### src/include/l2_front_cfg.svh
////////////////////////////////////////////////////////////////////////////
// L2 request front end configuration
// Sizes shared by the request pipeline, the tag store and the bus side
////////////////////////////////////////////////////////////////////////////

`ifndef L2_FRONT_CFG_SVH
`define L2_FRONT_CFG_SVH

// Number of cores that can issue line reads
`define L2_NUM_CORES 4

// A request names a whole line, not a byte
`define L2_LINE_ADDR_BITS 16

// Low line address bits select one of eight direct-mapped sets
`define L2_SET_BITS 3

// One cache line is 64 bits wide
`define L2_LINE_BITS 64

// Memory side moves one 32-bit beat per Wishbone cycle
`define L2_WB_DATA_BITS 32
`define L2_BEATS_PER_LINE 2

`endif

### src/logic/l2_req_pkg.sv
////////////////////////////////////////////////////////////////////////////
// L2 request types
// Core-side request and response packets and the packet that moves
// between the arbitration and tag stages
////////////////////////////////////////////////////////////////////////////

`include "l2_front_cfg.svh"

package l2_req_pkg;

	// Address of one cache line
	typedef logic [`L2_LINE_ADDR_BITS - 1:0] line_addr_t;

	// Contents of one cache line
	typedef logic [`L2_LINE_BITS - 1:0] line_data_t;

	// Index of the requesting core, carried so the response finds its way back
	typedef logic [$clog2(`L2_NUM_CORES) - 1:0] core_id_t;

	// A read request from a core, also used as the pipeline packet
	typedef struct packed {
		logic valid;
		core_id_t core_id;
		line_addr_t line_addr;
	} l2_request_t;

	// A response always carries a full line
	typedef struct packed {
		logic valid;
		core_id_t core_id;
		line_addr_t line_addr;
		line_data_t data;
	} l2_response_t;

endpackage

### src/logic/l2_cache_tag.sv
////////////////////////////////////////////////////////////////////////////
// L2 tag stage
// Direct-mapped tag and line store; answers hits, writes fills and
// passes misses on to the bus interface
////////////////////////////////////////////////////////////////////////////

`timescale 1ns/10ps
`include "l2_front_cfg.svh"

module l2_cache_tag
	import l2_req_pkg::*;
	(input clk,
	input reset,

	// From the arbitration stage
	input l2_request_t arb_request,
	input line_data_t arb_data,
	input arb_is_fill,

	// To the cores
	output l2_response_t response,

	// To the bus interface
	output l2_request_t miss_request);

	localparam num_sets = 1 << `L2_SET_BITS;
	localparam tag_bits = `L2_LINE_ADDR_BITS - `L2_SET_BITS;

	logic [tag_bits - 1:0] tag_store[num_sets];
	line_data_t line_store[num_sets];
	logic [num_sets - 1:0] tag_valid;
	logic [`L2_SET_BITS - 1:0] set_idx;
	logic [tag_bits - 1:0] req_tag;
	logic write_fill;
	logic hit;

	// Low bits pick the set, the rest is compared as the tag
	assign set_idx = arb_request.line_addr[`L2_SET_BITS - 1:0];
	assign req_tag = arb_request.line_addr[`L2_LINE_ADDR_BITS - 1:`L2_SET_BITS];

	assign write_fill = arb_request.valid && arb_is_fill;
	assign hit = tag_valid[set_idx] && tag_store[set_idx] == req_tag;

	// A fill simply replaces whatever line the set held before
	always_ff @(posedge clk)
	begin
		if (write_fill)
		begin
			tag_store[set_idx] <= req_tag;
			line_store[set_idx] <= arb_data;
		end
	end

	always_ff @(posedge clk, posedge reset)
	begin
		if (reset)
			tag_valid <= '0;
		else if (write_fill)
			tag_valid[set_idx] <= 1'b1;
	end

	always_ff @(posedge clk, posedge reset)
	begin
		if (reset)
		begin
			response <= '0;
			miss_request <= '0;
		end
		else
		begin
			// Both outputs are single-cycle pulses
			response.valid <= 1'b0;
			miss_request.valid <= 1'b0;
			if (arb_request.valid)
			begin
				if (arb_is_fill)
				begin
					// Fill data goes straight back to the core that missed
					response.valid <= 1'b1;
					response.core_id <= arb_request.core_id;
					response.line_addr <= arb_request.line_addr;
					response.data <= arb_data;
				end
				else if (hit)
				begin
					response.valid <= 1'b1;
					response.core_id <= arb_request.core_id;
					response.line_addr <= arb_request.line_addr;
					response.data <= line_store[set_idx];
				end
				else
					miss_request <= arb_request;
			end
		end
	end
endmodule

### config.mk
export PLATFORM = sky130hd
export DESIGN_NAME = l2_cache_tag
export DESIGN_NICKNAME = d
export VERILOG_FILES = /design/src/logic/l2_req_pkg.sv /design/src/logic/l2_cache_tag.sv
export VERILOG_INCLUDE_DIRS = /design/src /design/src/include
export SDC_FILE = /design/constraint.sdc
export NUM_CORES = 1
export LEC_CHECK = 0
export ABC_AREA = 1
export BUFFER_PORTS_ARGS = -buffer_cell sky130_fd_sc_hd__buf_2
export CAP_MARGIN = 15
export CORE_MARGIN = 10
export CORE_UTILIZATION = 65
export CTS_BUF_LIST = sky130_fd_sc_hd__clkbuf_2 sky130_fd_sc_hd__clkbuf_4 sky130_fd_sc_hd__clkbuf_8
export CTS_CLUSTER_DIAMETER = 30
export DETAILED_ROUTE_END_ITERATION = 8
export PLACE_DENSITY_LB_ADDON = 0.12
export SYNTH_ARGS = -nofsm -noshare
export SYNTH_HDL_FRONTEND = slang
export SYNTH_SLANG_ARGS = --single-unit
### constraint.sdc
create_clock -name clk -period 8.9 [get_ports clk]
set_clock_uncertainty 0.05 [all_clocks]
set_input_delay 2.67 -clock clk [delete_from_list [all_inputs] [get_ports clk]]
set_output_delay 2.67 -clock clk [all_outputs]
set_load 0.01 [all_outputs]
======== Word-level counts from Yosys, hierarchy flattened ========
Memory sizes are Yosys's and may differ from the RTL's.
Index checks and enable logic that the tools add are counted.
W data, S select, Z words.
storage, ports and cells
  register bits after elaboration ......... 110
  bits in writable memories ............... 616
  bits of input ports ..................... 86
  output and inout bits ................... 102
  memories kept ........................... 2
memories
  name        words  width  read ports  clocked after Yosys merged registers in  write ports  line                RTL
  line_store  8      64     1           0                                        1            l2_cache_tag.sv:30  line_data_t line_store[num_sets];
  tag_store   8      13     1           0                                        1            l2_cache_tag.sv:29  logic [tag_bits - 1:0] tag_store[num_sets];
cells by class
  order comparisons ....................... 2
  equality and inequality tests ........... 1
  mux-type cells .......................... 12
  bitwise gates (word level) .............. 3
  reductions and logical operators ........ 6
operators by type and width
  kind                  count
  $mux W83              3
  $mux W19              3
  $eq A13 B13 Y1        1
  $or A8 B8 Y8          1
  $lt A3 B4 Y1 const B  1
  $mux W1               4
  $bmux W1 S3           1
  $demux W1 S3          1
  $ge A3 B1 Y1 const B  1
  $logic_and A1 B1 Y1   3
  $reduce_and A3 Y1     1
  $not A1 Y1            2
  $reduce_and A2 Y1     1
  $reduce_bool A2 Y1    1

======== Logic depth before layout (Yosys ltp) ========
  word-level depth ........................ 6
  depth in mapped cells ................... 18
  mapped depth without buffers ............ 16

======== Worst setup path before layout ========
No wires, ideal clock.
  kind .................................... input -> register
  from .................................... input arb_request[1] (netlist name)
  to ...................................... memory line_store[2][0] (netlist name) (enable)
  arrival time ............................ 7005 ps
  required time ........................... 8337 ps
  path slack .............................. 1332 ps
  stages on the path ...................... 9
  cell sequence ........................... buf_4 inv_1 nor2_1 buf_4 nand2_1 clkbuf_1 buf_2 buf_2 nor2_1
RTL lines
  what         line                RTL
  from (decl)  l2_cache_tag.sv:16  input l2_request_t arb_request,
  to (decl)    l2_cache_tag.sv:30
Straight into the memory's write port.

======== Final worst setup path ========
  from .................................... input arb_request[0] (netlist name)
  to ...................................... memory tag_store[2][3] (netlist name) (enable)
RTL lines
  what       line
  to (decl)  l2_cache_tag.sv:29
Straight into the memory's write port.

==> results.py <==
metrics = {
    "run": {
        "cap_viol_max_count": 0,
    },
    "final_layout": {
        "nets": 2485,
        "areaGrowthSynthToFinish_pct": 16.08,
        "final_layout_size_suffix_gt1_frac": 0.2065,
        "fill_cells": 2522,
        "design_area_sq_um": 32470,
    },
    "floorplan": {
        "start_util": 0.6623,
        "die_x_microns": 227.4,
        "ios": 188,
        "core_area_sq_um": 42230,
        "die_h_microns": 227.4,
        "die_area_sq_um": 51730,
        "rows": 75,
    },
    "critical_path": {
        "path_delay_family": "simple AND/OR/NAND/NOR gates",
        "crit_path_max_fanout": 57,
        "reg2reg_slack_ns": 5.67,
        "cp_num_buf_inv": 3,
        "crit_chain": "buf_2 > inv_2 > nand2_2 > nor2_4 > buf_4",
        "required_ns": 9.22,
        "slowest_delay_ns": 0.84,
        "critical-path-slowest-cell": "nor2_4",
        "critPathKind": "primary input to flop",
        "crit_arrival_ns": 6.00,
        "cp-end-kind": "flop",
        "worstSetupStartpointType": "primary input",
    },
    "place": {
        "gp_congestion": 0.8247,
        "dp_slack_ns": 2.409,
        "port_buffers": 187,
        "placed_area_sq_um": 29440,
        "hpwl_microns": 36270,
    },
    "global_routing": {
        "grt_max_degree": 83,
        "antenna_found_initial": 6,
        "grt.busiest_layer": "met2",
        "grt_overflow": 0,
        "grt_use_met1": 0.3590,
        "grt.met2_usage": 0.4349,
        "grt_use_total": 0.2718,
        "grt_pass1_vias": 18440,
        "grt_pass1_wl_microns": 105600,
        "gr-usage-met3": 0.06923,
    },
    "synth": {
        "synth_area_sq_um": 27970,
        "ys_top_cells_by_count": "616 x edfxtp_1, 548 x nand2_1, 151 x o22ai_1",
        "synth_edf_count": 616,
        "synth_area_leader_cell": "edfxtp_1",
        "yosysMostFrequentCell": "edfxtp_1",
        "yosys.area.top_type_share": 0.6614,
        "ys_types": 26,
        "yosysSeqAreaShare": 0.7598,
        "syn_inst": 2164,
        "ys_top_cells_by_area": "edfxtp_1 66%, dfrtp_1 9.8%, nand2_1 7.4%, o22ai_1 3.4%, nand3_1 2.6%",
        "yosys_warnings": 0,
        "avgSynthCellArea_sq_um": 12.92,
        "synthFlopType": "edfxtp_1",
        "async_flop_share": 0.1515,
        "syn_nets": 2250,
        "ys_ff_latch": 726,
    },
    "power_and_ir_drop": {
        "vdd_ir_drop_max_v": 0.0001460,
        "p_per_area_nw_per_um2": 238.9,
        "leakage_nw": 12.73,
        "power_mw": 7.757,
    },
    "sta": {
        "finalWorstPathRequiredPeriod_ns": 5.673,
        "fin_crit_sh": 0.6374,
        "finalHoldViolCount": 0,
        "hold-worst-slack_ns": 0.4148,
        "setup_ws_ns": 3.227,
        "setup_violations": 0,
        "rsz0062_at_grt": "false",
        "finalSetupTns_ns": 0,
        "maxSlewViolCount": 0,
        "worst_pin_slew_ns": 1.117,
        "relSlewSlack": 0.2535,
        "clock.fmax_mhz": 176.3,
    },
    "clock_tree": {
        "post_cts_resized": 0,
        "cts_buffers": 138,
        "post_cts_buffers": 0,
        "clkTransAtPathRegs_ns": 0.05,
        "cts_tree": "yes",
        "ctsLongestPathBuffers": 3,
        "root_buffer": "clkbuf_8",
        "htreeDepth": 4,
        "hold_buffers": 0,
        "clk_latency_ns": 0.77,
        "clock-sinks": 726,
    },
    "route": {
        "drtIter0Drc": 1979,
        "routedWlPerCell_microns": 22.75,
        "drc_errors": 0,
        "ant_nets": 0,
        "drtPass1Iterations": 5,
        "drt_wl_total_microns": 69530,
        "num_vias": 18300,
        "via_per_inst": 5.988,
    },
    "status": {
        "outcome": "completed",
    },
    "hold_path": {
        "hp-class": "flop to flop",
    },
}
## power breakdown
group	switching [mW]	total (mW)	internal, mW
clock	1.40	3.44	2.04
combinational	0.322	0.466	0.143
sequential	0.0435	3.85	3.81
total	1.76	7.76	5.99
## flip-flops by register name, indices dropped and copies added (netlist names)
name,cells
line_store,512
miss_request,19
response,83
tag_store,104
tag_valid,8
## worst min-delay path: stages, from the launching register on
cell and delay [ns]:
dfrtp_1 0.34, nand2_1 0.05, nand2_1 0.05
## cell usage in the layout, fill, tap and decap left out, drive strengths merged
cell type  Yosys  routed
edfxtp       616     616
nand2        550     550
buf           55     216
clkbuf        66     191
o22ai        151     151
nand3        143     143
nor2         127     127
inv          114     117
dfrtp        110     110
o21ai         66      66
clkinv         1      44
or2           40      40
o221ai        36      36
nor4          22      22
nor4b         20      20
nor3          13      13
o211ai        11      11
o21bai        10      10
o21a           9       9
bufinv         0       9
clkinvlp       0       8
diode          0       4
o22a           2       2
a21oi          2       2
## area by class of cell
| class | instances | area [sq um] | share of cell area |
|---|---|---|---|
| flip-flops and latches | 726 | 21250 | 0.6545 |
| multi-input cells | 1202 | 5857 | 0.1804 |
| clock buffers | 191 | 2429 | 0.07480 |
| repair buffers | 216 | 1249 | 0.03846 |
| well taps | 539 | 674.4 | 0.02077 |
| clock inverters | 63 | 564.3 | 0.01738 |
| inverters | 115 | 434.2 | 0.01337 |
| diodes | 4 | 10.01 | 0.0003083 |
## routing by layer
metal,vias up,routed length [microns],part of all wire
li1,8274,-,-
met1,8907,27290,0.39
met2,988,34030,0.49
met3,127,6845,0.098
met4,4,1334,0.019
met5,-,34,0.00049
## final timing paths
path	cells after the start	from	endpoint
setup / recovery	5	arb_request[0]	tag_store[2][3]
hold / removal	2	response[66]	response[66]
setup reg to reg	14	tag_store[6][10]	response[21]
hold reg to reg	2	response[66]	response[66]
max in group asynchronous	3	reset	response[70]
min in group asynchronous	2	reset	response[59]
## through the flow
step,util,cells
5_1_grt,0.7689,3056
3_3_place_gp,0.6971,2797
4_1_cts,0.7680,3051
6_report,0.7689,3056
3_5_place_dp,0.6971,2797
2_1_floorplan,-,2164
## kinds of logic after synthesis
| logic type | count (synthesis) | synth area share |
|---|---|---|
| buf+inv | 236 | 0.03471 |
| compound gates | 287 | 0.06589 |
| simple gates | 915 | 0.1396 |
| flops | 726 | 0.7598 |
No activity file was read; power rests on OpenSTA's default activity.
