### src/include/l2_front_cfg.svh
////////////////////////////////////////////////////////////////////////////
// L2 request front end configuration
// Sizes shared by the request pipeline, the tag store and the bus side
////////////////////////////////////////////////////////////////////////////

`ifndef L2_FRONT_CFG_SVH
`define L2_FRONT_CFG_SVH

// Number of cores that can issue line reads
`define L2_NUM_CORES 4

// A request names a whole line, not a byte
`define L2_LINE_ADDR_BITS 16

// Low line address bits select one of eight direct-mapped sets
`define L2_SET_BITS 3

// One cache line is 64 bits wide
`define L2_LINE_BITS 64

// Memory side moves one 32-bit beat per Wishbone cycle
`define L2_WB_DATA_BITS 32
`define L2_BEATS_PER_LINE 2

`endif

### src/logic/l2_req_pkg.sv
////////////////////////////////////////////////////////////////////////////
// L2 request types
// Core-side request and response packets and the packet that moves
// between the arbitration and tag stages
////////////////////////////////////////////////////////////////////////////

`include "l2_front_cfg.svh"

package l2_req_pkg;

	// Address of one cache line
	typedef logic [`L2_LINE_ADDR_BITS - 1:0] line_addr_t;

	// Contents of one cache line
	typedef logic [`L2_LINE_BITS - 1:0] line_data_t;

	// Index of the requesting core, carried so the response finds its way back
	typedef logic [$clog2(`L2_NUM_CORES) - 1:0] core_id_t;

	// A read request from a core, also used as the pipeline packet
	typedef struct packed {
		logic valid;
		core_id_t core_id;
		line_addr_t line_addr;
	} l2_request_t;

	// A response always carries a full line
	typedef struct packed {
		logic valid;
		core_id_t core_id;
		line_addr_t line_addr;
		line_data_t data;
	} l2_response_t;

endpackage

### src/logic/l2_bus_pkg.sv
////////////////////////////////////////////////////////////////////////////
// L2 bus side types
// Wishbone classic master signals and the miss queue entry
////////////////////////////////////////////////////////////////////////////

`include "l2_front_cfg.svh"

package l2_bus_pkg;

	import l2_req_pkg::*;

	// Byte address and data of one beat on the bus
	typedef logic [31:0] wb_addr_t;
	typedef logic [`L2_WB_DATA_BITS - 1:0] wb_data_t;

	// Signals driven by the master
	typedef struct packed {
		logic cyc;
		logic stb;
		logic we;
		wb_addr_t adr;
		logic [`L2_WB_DATA_BITS / 8 - 1:0] sel;
	} wb_master_out_t;

	// Signals returned by the slave
	typedef struct packed {
		logic ack;
		wb_data_t dat_i;
	} wb_master_in_t;

	// One outstanding miss waiting for its line
	typedef struct packed {
		l2_request_t request;
	} miss_entry_t;

	// Miss handling FSM
	typedef enum logic [1:0] {
		bus_idle,
		bus_fetch,
		bus_restart
	} bus_state_t;

endpackage

### src/logic/l2_bus_interface.sv
////////////////////////////////////////////////////////////////////////////
// L2 bus interface
// Queues misses, fetches each line over Wishbone and restarts the
// request as a fill, skipping the fetch for a collided miss
////////////////////////////////////////////////////////////////////////////

`timescale 1ns/10ps
`include "l2_front_cfg.svh"

module l2_bus_interface
	import l2_req_pkg::*, l2_bus_pkg::*;
	(input clk,
	input reset,

	// From the tag stage
	input l2_request_t miss_request,

	// Wishbone master port
	output wb_master_out_t wb_out,
	input wb_master_in_t wb_in,

	// Back to the arbitration stage
	output logic restart_ready,
	output l2_request_t restart_request,
	output line_data_t restart_data,
	output logic collided,
	output logic stall);

	localparam queue_depth = 2;
	localparam ptr_bits = $clog2(queue_depth);
	localparam count_bits = $clog2(queue_depth + 1);
	localparam beat_bits = $clog2(`L2_BEATS_PER_LINE);
	localparam line_offset_bits = $clog2(`L2_LINE_BITS / 8);
	localparam beat_offset_bits = $clog2(`L2_WB_DATA_BITS / 8);

	bus_state_t state;
	miss_entry_t miss_queue[queue_depth];
	logic [ptr_bits - 1:0] head_ptr;
	logic [ptr_bits - 1:0] tail_ptr;
	logic [count_bits - 1:0] queue_count;
	logic [beat_bits - 1:0] beat;
	line_data_t line_buffer;
	line_addr_t last_line;
	logic last_valid;
	logic restart_collided;
	l2_request_t head_request;
	logic head_collides;
	logic push;
	logic pop;
	logic last_beat;

	assign head_request = miss_queue[head_ptr].request;

	// The line fetched most recently is already in the store
	assign head_collides = last_valid && last_line == head_request.line_addr;

	assign push = miss_request.valid;
	assign pop = state == bus_restart;
	assign last_beat = beat == beat_bits'(`L2_BEATS_PER_LINE - 1);

	// A miss on its way in counts too, so no more than two can pile up
	assign stall = queue_count != 0 || miss_request.valid;

	// Beat k of a line sits at byte address line * 8 + 4k
	always_comb
	begin
		wb_out.cyc = state == bus_fetch;
		wb_out.stb = state == bus_fetch;
		wb_out.we = 1'b0;
		wb_out.sel = '1;
		wb_out.adr = (wb_addr_t'(head_request.line_addr) << line_offset_bits)
			+ (wb_addr_t'(beat) << beat_offset_bits);
	end

	// Restart lasts exactly one cycle in the restart state
	always_comb
	begin
		restart_ready = state == bus_restart;
		restart_request = head_request;
		restart_request.valid = restart_ready;
		restart_data = line_buffer;
		collided = restart_ready && restart_collided;
	end

	always_ff @(posedge clk, posedge reset)
	begin
		if (reset)
		begin
			state <= bus_idle;
			head_ptr <= '0;
			tail_ptr <= '0;
			queue_count <= '0;
			beat <= '0;
			last_valid <= 1'b0;
			restart_collided <= 1'b0;
		end
		else
		begin
			if (push)
				tail_ptr <= tail_ptr + 1'b1;
			if (pop)
				head_ptr <= head_ptr + 1'b1;
			queue_count <= queue_count + count_bits'(push) - count_bits'(pop);

			case (state)
				bus_idle:
				begin
					if (queue_count != 0)
					begin
						restart_collided <= head_collides;
						beat <= '0;
						state <= head_collides ? bus_restart : bus_fetch;
					end
				end

				bus_fetch:
				begin
					// Each beat is its own classic cycle, ended by ack
					if (wb_in.ack)
					begin
						if (last_beat)
						begin
							last_valid <= 1'b1;
							state <= bus_restart;
						end
						else
							beat <= beat + 1'b1;
					end
				end

				bus_restart:
					state <= bus_idle;

				default:
					state <= bus_idle;
			endcase
		end
	end

	// Queue storage and the assembled line
	always_ff @(posedge clk)
	begin
		if (push)
			miss_queue[tail_ptr].request <= miss_request;
		if (state == bus_fetch && wb_in.ack)
		begin
			line_buffer[beat * `L2_WB_DATA_BITS +: `L2_WB_DATA_BITS] <= wb_in.dat_i;
			last_line <= head_request.line_addr;
		end
	end
endmodule

### config.mk
export PLATFORM = sky130hd
export DESIGN_NAME = l2_bus_interface
export DESIGN_NICKNAME = d
export VERILOG_FILES = /design/src/logic/l2_req_pkg.sv /design/src/logic/l2_bus_pkg.sv /design/src/logic/l2_bus_interface.sv
export VERILOG_INCLUDE_DIRS = /design/src /design/src/include
export SDC_FILE = /design/constraint.sdc
export NUM_CORES = 1
export LEC_CHECK = 0
export ABC_AREA = 1
export BUFFER_PORTS_ARGS = -buffer_cell sky130_fd_sc_hd__buf_2
export CAP_MARGIN = 0
export CORE_MARGIN = 5
export CORE_UTILIZATION = 45
export CTS_BUF_LIST = sky130_fd_sc_hd__clkbuf_8 sky130_fd_sc_hd__clkbuf_16
export DETAILED_ROUTE_END_ITERATION = 12
export PLACE_DENSITY_LB_ADDON = 0.25
export SLEW_MARGIN = 20
export SYNTH_ARGS = -nofsm -noshare
export SYNTH_HDL_FRONTEND = slang
export SYNTH_SLANG_ARGS = --single-unit
export TNS_END_PERCENT = 5
### constraint.sdc
create_clock -name clk -period 3.3 [get_ports clk]
set_input_delay 0.165 -clock clk [delete_from_list [all_inputs] [get_ports clk]]
set_output_delay 0.165 -clock clk [all_outputs]
set_load 0.02 [all_outputs]
# == Word level (Yosys, flattened, before mapping) ==
# Memory sizes are Yosys's and may differ from the RTL's.
# Index checks and enable logic that the tools add are counted.
# classes
n_addsub,7
n_eq_ne,6
shift,2
muxes,12
n_reduce_logical,11
# ops
cell,count
bitwise mux 64 bit,1
"variable shift 32 x 34 -> 64 bit, first input constant",1
indexed part select 32 x 34 -> 64 bit,1
negation 6 -> 34 bit,1
adder 19 x 3 -> 20 bit,1
equality test 16 bit,1
AND reduction 3 bit,3
two-way mux 2 bit,4
two-way mux 1 bit,5
"inequality test 2 x 1 -> 1 bit, second input constant",2
case mux 2 bit (2 select lines),1
nonzero test 2 bit,2
"adder 1 bit, second input constant",3
logical AND 1 bit,3
adder 2 x 1 -> 2 bit,1
"equality test 2 x 1 -> 1 bit, second input constant",1
"equality test 2 bit, second input constant",1
logical NOT 2 bit,1
"inequality test 2 bit, second input constant",1
case mux 1 bit (2 select lines),1
AND reduction 2 bit,1
subtractor 2 x 1 -> 2 bit,1
logical OR 1 bit,1
# word_totals
reg_bits,89
ramBits,38
inputBits,54
output_inout_bits,125
elab_cells,48
n_memories,1
# memory_table
memory,words,width,rd,rd_clocked_by_memory_dff,wr,line,source
miss_queue,2,19,1,0,1,l2_bus_interface.sv:37,miss_entry_t miss_queue[queue_depth];

# == Depth between registers and ports, before layout ==
# Gate-level depths: netlist of the first run.
# An unclocked memory read counts as a cell.
# logic_depth
ltp_word,6
mapped_depth,11
mapped_depth_nobuf,11

# == Least setup slack after synthesis of the first run ==
# OpenSTA, ideal clock, no wires.
# synth_timing
path_kind,register -> register
from,register state[1]
to,"register line_buffer[32] (netlist: restart_data[32]), enable pin"
setup_time_ps,423
arrival_time_ps,2397
required_ps,2877
path_slack_ps,481
path_stages_with_launch,4
path_buffers,0
period_less_slack_ps,2819
path_cell_list,dfrtp_1 nor2_1 nand2_1 nor2_1
# synth_lines
item,line,source
start: declaration,l2_bus_interface.sv:36,bus_state_t state;
start signal: assignment,l2_bus_interface.sv:89,state <= bus_idle;
start signal: assignment,l2_bus_interface.sv:112,state <= head_collides ? bus_restart : bus_fetch;
start signal: assignment,l2_bus_interface.sv:124,state <= bus_restart;
end signal: indexed assignment,l2_bus_interface.sv:147,line_buffer[beat * `L2_WB_DATA_BITS +: `L2_WB_DATA_BITS] <= wb_in.dat_i;
end: declaration,l2_bus_interface.sv:42,line_data_t line_buffer;

# == Final worst setup path of the first run ==
# layout_timing
from,register head_ptr
to,register restart_collided
# layout_between
elab_chain_cells,3
# layout_lines
item,line,source
start: declaration,l2_bus_interface.sv:38,logic [ptr_bits - 1:0] head_ptr;
start signal: assignment,l2_bus_interface.sv:102,head_ptr <= head_ptr + 1'b1;
memory read (2 x 19 bit),n/a,
equality test 16 bit,l2_bus_interface.sv:55,assign head_collides = last_valid && last_line == head_request.line_addr;
logical AND 1 bit,l2_bus_interface.sv:55,
end signal: assignment,l2_bus_interface.sv:110,restart_collided <= head_collides;
end: declaration,l2_bus_interface.sv:45,logic restart_collided;
# No other way between the ends.
# A chain may end at the register's enable or synchronous reset.

==> results of run 1 <==
-- power by group --
group          total [W]  internal (W)  switching, W
sequential       0.00239       0.00224      0.000149
combinational    0.00197      0.000563       0.00141
clock            0.00177       0.00115      0.000614
-- registers in the layout (all words and copies together) (netlist names), 2 cells and up --
register and count:
miss_queue 36, last_line 16, state 2, queue_count 2, restart_data 64
-- how the worst max path moves through the flow --
stage	start	endpoint	slack (ns)	cells after the start
floorplan	state[1]$_DFFE_PP0P_	restart_data[32]$_DFFE_PP_	0.48	3
global placement	head_ptr$_DFFE_PP0P_	state[0]$_DFFE_PP0P_	1.17	11
detailed placement	head_ptr$_DFFE_PP0P_	state[0]$_DFFE_PP0P_	1.04	9
CTS	head_ptr$_DFFE_PP0P_	restart_collided$_DFFE_PP0P_	1.00	8
global route	head_ptr$_DFFE_PP0P_	state[0]$_DFFE_PP0P_	0.78	11
finish	head_ptr$_DFFE_PP0P_	restart_collided$_DFFE_PP0P_	1.05	8
-- worst max-delay path, stage by stage (launching register included) --
cell     delay, ns
dfrtp_1       0.82
inv_2         0.32
nand2_1       0.14
nand2_1       0.12
xnor2_1       0.19
nand2_1       0.08
nor2_1        0.14
nand3_1       0.17
a21oi_1       0.18
-- cells in the mapped netlist --
| cell | count | area share, % |
|---|---|---|
| nand3_1 | 13 | 1.2 |
| nand3b_1 | 1 | 0.14 |
| xor2_1 | 2 | 0.34 |
| nand2_1 | 116 | 8.3 |
| nor3_1 | 1 | 0.096 |
| xnor2_1 | 6 | 1.0 |
| o21ai_0 | 3 | 0.29 |
| buf_6 | 1 | 0.22 |
| edfxtp_1 | 116 | 67 |
| buf_4 | 40 | 5.7 |
| nand4_1 | 1 | 0.12 |
| ha_1 | 2 | 0.48 |
| a21oi_1 | 3 | 0.29 |
| clkbuf_1 | 7 | 0.50 |
| buf_2 | 1 | 0.096 |
| conb_1 | 2 | 0.14 |
| inv_1 | 88 | 6.3 |
| dfrtp_1 | 9 | 4.3 |
| and3_1 | 1 | 0.12 |
| inv_2 | 1 | 0.072 |
| nor2_1 | 48 | 3.4 |
-- what timing repair did --
item / 4_1_cts / 5_1_grt
hold endpoints to repair: 46 / 0
hold buffers: 20 / 0
endpoints found under the setup margin: 0 / 0
-- metrics by stage --
stage	hold WS, ns	instance area [sq um]
after detailed placement	0.1461	5947
after global placement	0.1367	5947
final	0.02635	6705
after CTS	0.0009914	6705
after global routing	0.01543	6705
after floorplan	-0.007082	5291
-- logic make-up (layout without fill, tap and decap cells) --
group           after synthesis  in the layout  synth area share [%]
simple gates                181            181                 13.51
buf+inv                     138            299                 12.96
flops                       125            125                 70.99
xor+xnor                      8              8                 1.341
compound gates                6              6                0.5747
fa+ha+maj                     2              2                0.4790
other cells                   2             20                0.1438
-- layer usage --
metal  wire (um)  share of wire, %  vias to the layer above
li1            -                 -                     1724
met1        4028                37                     1555
met2        5296                49                      132
met3        1283                12                       12
met4         145               1.3                        0
met5           0                 0                        -
-- area by class of cell --
class                   count  area share, %
well taps                 143          2.668
multi-input cells         217          13.70
clock inverters            13          1.978
flip-flops and latches    125          55.33
repair buffers            180          15.00
clock buffers              17          6.344
inverters                  89          4.982
==> metrics.txt, run 1 <==
Final Cycle Share=68.03%; hold path cells=3; Max Cap Viol=0; top fanout value on the critical path=22; LEAKAGE=between 3 and 4 nW; CTS Sinks=approximately 130; Synth Register Bits=around 130; commonest non-fill, non-tap cell in the layout=buf_2; Initial Util=between 40 and 50%; CTS buffer count=17; CTS tree=done; worst r2r src=head_ptr$_DFFE_PP0P_; most frequent cells in the layout=buf_2, nand2_1, edfxtp_1; number of remaining DRC errors=0; Cells after Synth=approximately 460; Hold Startpoint=wb_in[17]; Hold Path Class=in -> reg; syn_area_per_cell=between 10 and 15 sq um; post-route ant nets=0; H-tree levels=4; Final Power=around 0.006 W; status=completed; VDD IR max=between 0.7 and 0.8 mV; setup_tns=0 ns; Final nets=~700; met1 usage=between 10% and 20%; worst-margin pin slew=between 0.9 and 1 ns; area of the mapped netlist=approximately 5200 sq um; crit path time final=2.245 ns; Worst slew margin=a little over a third; core box area=about 11,000 sq um; Die Height=about 120 um; Clock Path Buffers=2; final WL=10,750 um; fill count=roughly 980; startpoint class of the critical path=flop; Setup CP Type=reg -> reg; drt pass-1 iters=6; GPL Wtd Cong=around 0.77; Core Rows=39; die area=13,860 sq um; global-route usage over all layers=16.13%; power density cells=913.9 nW/um^2; largest net degree at the start of global routing=68; post-synth cell types=21; DR WL/cell=around 14 um; Worst R2R Setup Slack=between 1 and 1.5 ns; met2 GRT Util=a little over a quarter; met3 GRT Util=9.370%; warnings from Yosys=0; Worst Hold Path EP=restart_data[49]$_DFFE_PP_; post-DP HPWL=between 7000 and 8000 um; I/O Pins=179; WP data required=approximately 3.6 ns; WP data arrival=approximately 2.6 ns; Reg area=~3700 sq um; Vias/cell=4.366; setup bufs post-CTS=0; Core Util, Final=between 50% and 60%; Worst Slack Setup Final=~1.1 ns; first-pass GRT wire length=17,370 um; share of layout cells above drive strength 1=between 20% and 30%; diode count=0; Die Wd=117.7 um; vias=between 3,000 and 4,000; total grt overflow=0; Root Buffer=clkbuf_16; final setup vio count=0; Final Hold Viols=0; pre-CTS setup slack=1.043 ns; post_cts resized=0; Placed Cells=734; Worst-path clk slew=approximately 0.050 ns; worst clock skew=~0.0096 ns; post-synthesis sequential area ratio=a little under three quarters; fmax=roughly 0.45 GHz; Final Non-Filler Cells=784; fin. max-slew vios=0; antenna violations before repair=0; RSZ-0062 raised after global routing=no; Top Usage Layer GRT=met2; Worst-Skew Late Latency=0.41 ns; Worst Reg-to-Reg Cells=8; initial DRC count=roughly 200; Worst Setup End Kind=flop; Port-buffer cells=~160; Area Overhead vs Synth=28.36%; area of the multi-input gates=roughly 920 sq um; worst reg2reg path endpoint=restart_collided$_DFFE_PP0P_; vias in the first global route=around 3,500
Note: power is estimated with default switching activity, not from simulation.
==> run 2: changes to the inputs <==
ABC_AREA = 0   (was 1)
clock period = 2.2 ns   (was 3.3 ns; I/O delays follow)
==> run 2 against run 1 <==
  * Setup slack worse by 0.94 ns
  * Cell area is 4.3% higher
  * Power is 47% higher
  * Non-clock buffer count is 43 higher
  * Count of clock-buffer cells in the layout stayed put
  * Register-to-register slack worse by 0.94 ns
  * Global-route usage is 0.26 points lower
  * Sequential share of layout area is 2.3 points lower
  * Maximum frequency is 7.6% higher
  * Sequential power is 46% higher
==> metrics.txt, run 2 <==
status=completed; most frequent cell after synthesis=edfxtp_1; switching portion of total power=~33%; crit path time final=~2.1 ns; Die Height=roughly 120 um; RSZ-0062 raised after global routing=no; Worst-path clk slew=around 0.060 ns; Cells after Synth=about 310; vias in the first global route=between 3,000 and 4,000; Port-buffer cells=approximately 160; number of synthesized flops with an enable pin=about 120; Area Overhead vs Synth=38.98%; CTS tree=done; core box area=10,890 sq um; Final Cycle Share=between 90% and 100%; Clock Path Buffers=2; Setup CP Type=reg -> reg; switching power=approximately 0.0029 W; most frequent cells in the layout=buf_2, edfxtp_1, dlygate4sd3_1; VDD IR max=approximately 0.73 mV; Initial Util=46.20%; WP data required=~2.6 ns; commonest non-fill, non-tap cell in the layout=buf_2; share of layout cells above drive strength 1=41.98%; most frequent cells after synthesis=edfxtp_1, buf_4, nor2b_1; post-route ant nets=0; main area contributors after synthesis=edfxtp_1, buf_4, dfrtp_1; vias=around 3,100; Vias/cell=around 4.5; CTS Sinks=125; area of the multi-input gates=~1100 sq um; number of remaining DRC errors=0; top fanout value on the critical path=4; Root Buffer=clkbuf_8; Pint=slightly above 0.006 W; Clk pwr share=between 30 and 40%; Synth Register Bits=approximately 130; die area=approximately 13,000 sq um; Max Cap Viol=0; GPL Wtd Cong=0.7486; Largest register FFs=64; worst hold slack=roughly 0.13 ns; Worst Setup End Kind=flop; Core Util, Final=64.20%; warnings from Yosys=0; post-DP HPWL=6968 um; worst clock skew=~0.0064 ns; post-synthesis sequential area ratio=73.73%; CTS buffer count=17; WP data arrival=2.48 ns; drt pass-1 iters=4; setup_tns=0 ns; Die Wd=around 120 um; syn_area_per_cell=between 15 and 20 sq um; post-synth top area share=between 60% and 70%; final setup vio count=0; antenna violations before repair=0; power density cells=1287 nW/um^2; worst-margin pin slew=about 0.5 ns; DR WL/cell=around 15 um; final WL=10,310 um; diode count=0; largest net degree at the start of global routing=66; Top FF cell, synth=edfxtp_1; Post-synth ARST share=7.200%; fin. max-slew vios=0; combinational fraction of design power=between 30% and 40%; Final Hold Viols=0; Final nets=579; global-route usage over all layers=15.87%; Hold Path Class=in -> async; fill count=about 830; Worst-Skew Late Latency=0.50 ns; total grt overflow=0; initial DRC count=roughly 140; dominant cell type by area after synthesis=edfxtp_1; I/O Pins=around 180; startpoint class of the critical path=flop; post-synth cell types=27; Core Rows=38; H-tree levels=4; Worst slew margin=approximately two thirds; first-pass GRT wire length=between 15,000 and 20,000 um; Seq pwr share=about two fifths; Reg area=around 3700 sq um; area of the mapped netlist=between 5000 and 6000 sq um; fmax=approximately 0.48 GHz; LEAKAGE=2.870 nW
[run 2: cell families (layout without fill, tap and decap cells)]
group,Yosys count,after routing,synth area share [%]
other,2,20,0.1493
xor gates and xnor gates,19,19,3.308
adders and majority gates,2,2,0.4974
DFF,125,125,73.73
muxes,18,18,4.104
and+or+nand+nor,85,85,10.20
buffers and inverters,55,262,7.189
AOI/OAI and AO/OA,5,5,0.8209
[run 2: metrics by stage]
| stage | setup slack [ns] | cell area [sq um] | power [W] | std cells |
|---|---|---|---|---|
| 3_3_place_gp | 0.09793 | 5856 | 0.006215 | 591 |
| 5_1_grt | 0.006589 | 6990 | 0.009495 | 676 |
| 4_1_cts | 0.06822 | 6972 | 0.009084 | 676 |
| 2_1_floorplan | 0.05324 | 5106 | 0.005538 | 329 |
| 6_report | 0.1141 | 6990 | 0.008997 | 676 |
| 3_5_place_dp | 0.08081 | 5856 | 0.006269 | 591 |
[run 2: what timing repair did]
action,CTS,global route
hold buffers,53,0
resized for setup,0,2
endpoints found under the setup margin,0,2
hold endpoints to repair,113,0
setup buffers,0,0
[run 2: critical path, cell delays in order, from the launching register on]
cell and delay [ns]:
dfrtp_1 0.42, mux2_4 0.31, or3b_1 0.42, a2111oi_4 0.38, nand4_1 0.20, a22o_1 0.24
[run 2: layer usage]
layer	track usage [%]	part of all wire, %	vias to the layer above
li1	-	-	1460
met1	18.48	40	1448
met2	27.47	50	130
met3	5.640	9.4	14
met4	5.259	1.2	0
met5	0	0	-
[run 2: layout make-up]
class	count	area share, %
tap	140	2.506
clock inverter	15	2.452
timing repair buffer	223	20.55
inverter	7	0.4296
sequential	125	53.07
multi-input combinational	149	15.07
clock buffer	17	5.924
[run 2: power by group through the flow]
| stage | Clock, W | Sequential (W) | Combinational (W) |
|---|---|---|---|
| after detailed placement | 0 | 0.00354 | 0.00273 |
| after global placement | 0 | 0.00352 | 0.00269 |
| after global routing | 0.00290 | 0.00354 | 0.00306 |
| final | 0.00271 | 0.00349 | 0.00280 |
| after floorplan | 0 | 0.00376 | 0.00178 |
| after CTS | 0.00278 | 0.00349 | 0.00281 |
[run 2: worst paths after layout]
path / cells after the start / end / slack, ns / startpoint
setup / recovery: 5 / state[0]$_DFFE_PP0P_ / 0.11 / head_ptr$_DFFE_PP0P_
hold / removal: 3 / state[0]$_DFFE_PP0P_ / 0.13 / reset
setup reg to reg: 5 / state[0]$_DFFE_PP0P_ / 0.11 / head_ptr$_DFFE_PP0P_
hold reg to reg: 2 / restart_collided$_DFFE_PP0P_ / 0.48 / restart_collided$_DFFE_PP0P_
max in group asynchronous: 3 / beat$_DFFE_PP0P_ / 1.79 / reset
min in group clk: 2 / miss_queue[1][11]$_DFFE_PP_ / 0.33 / miss_request[11]
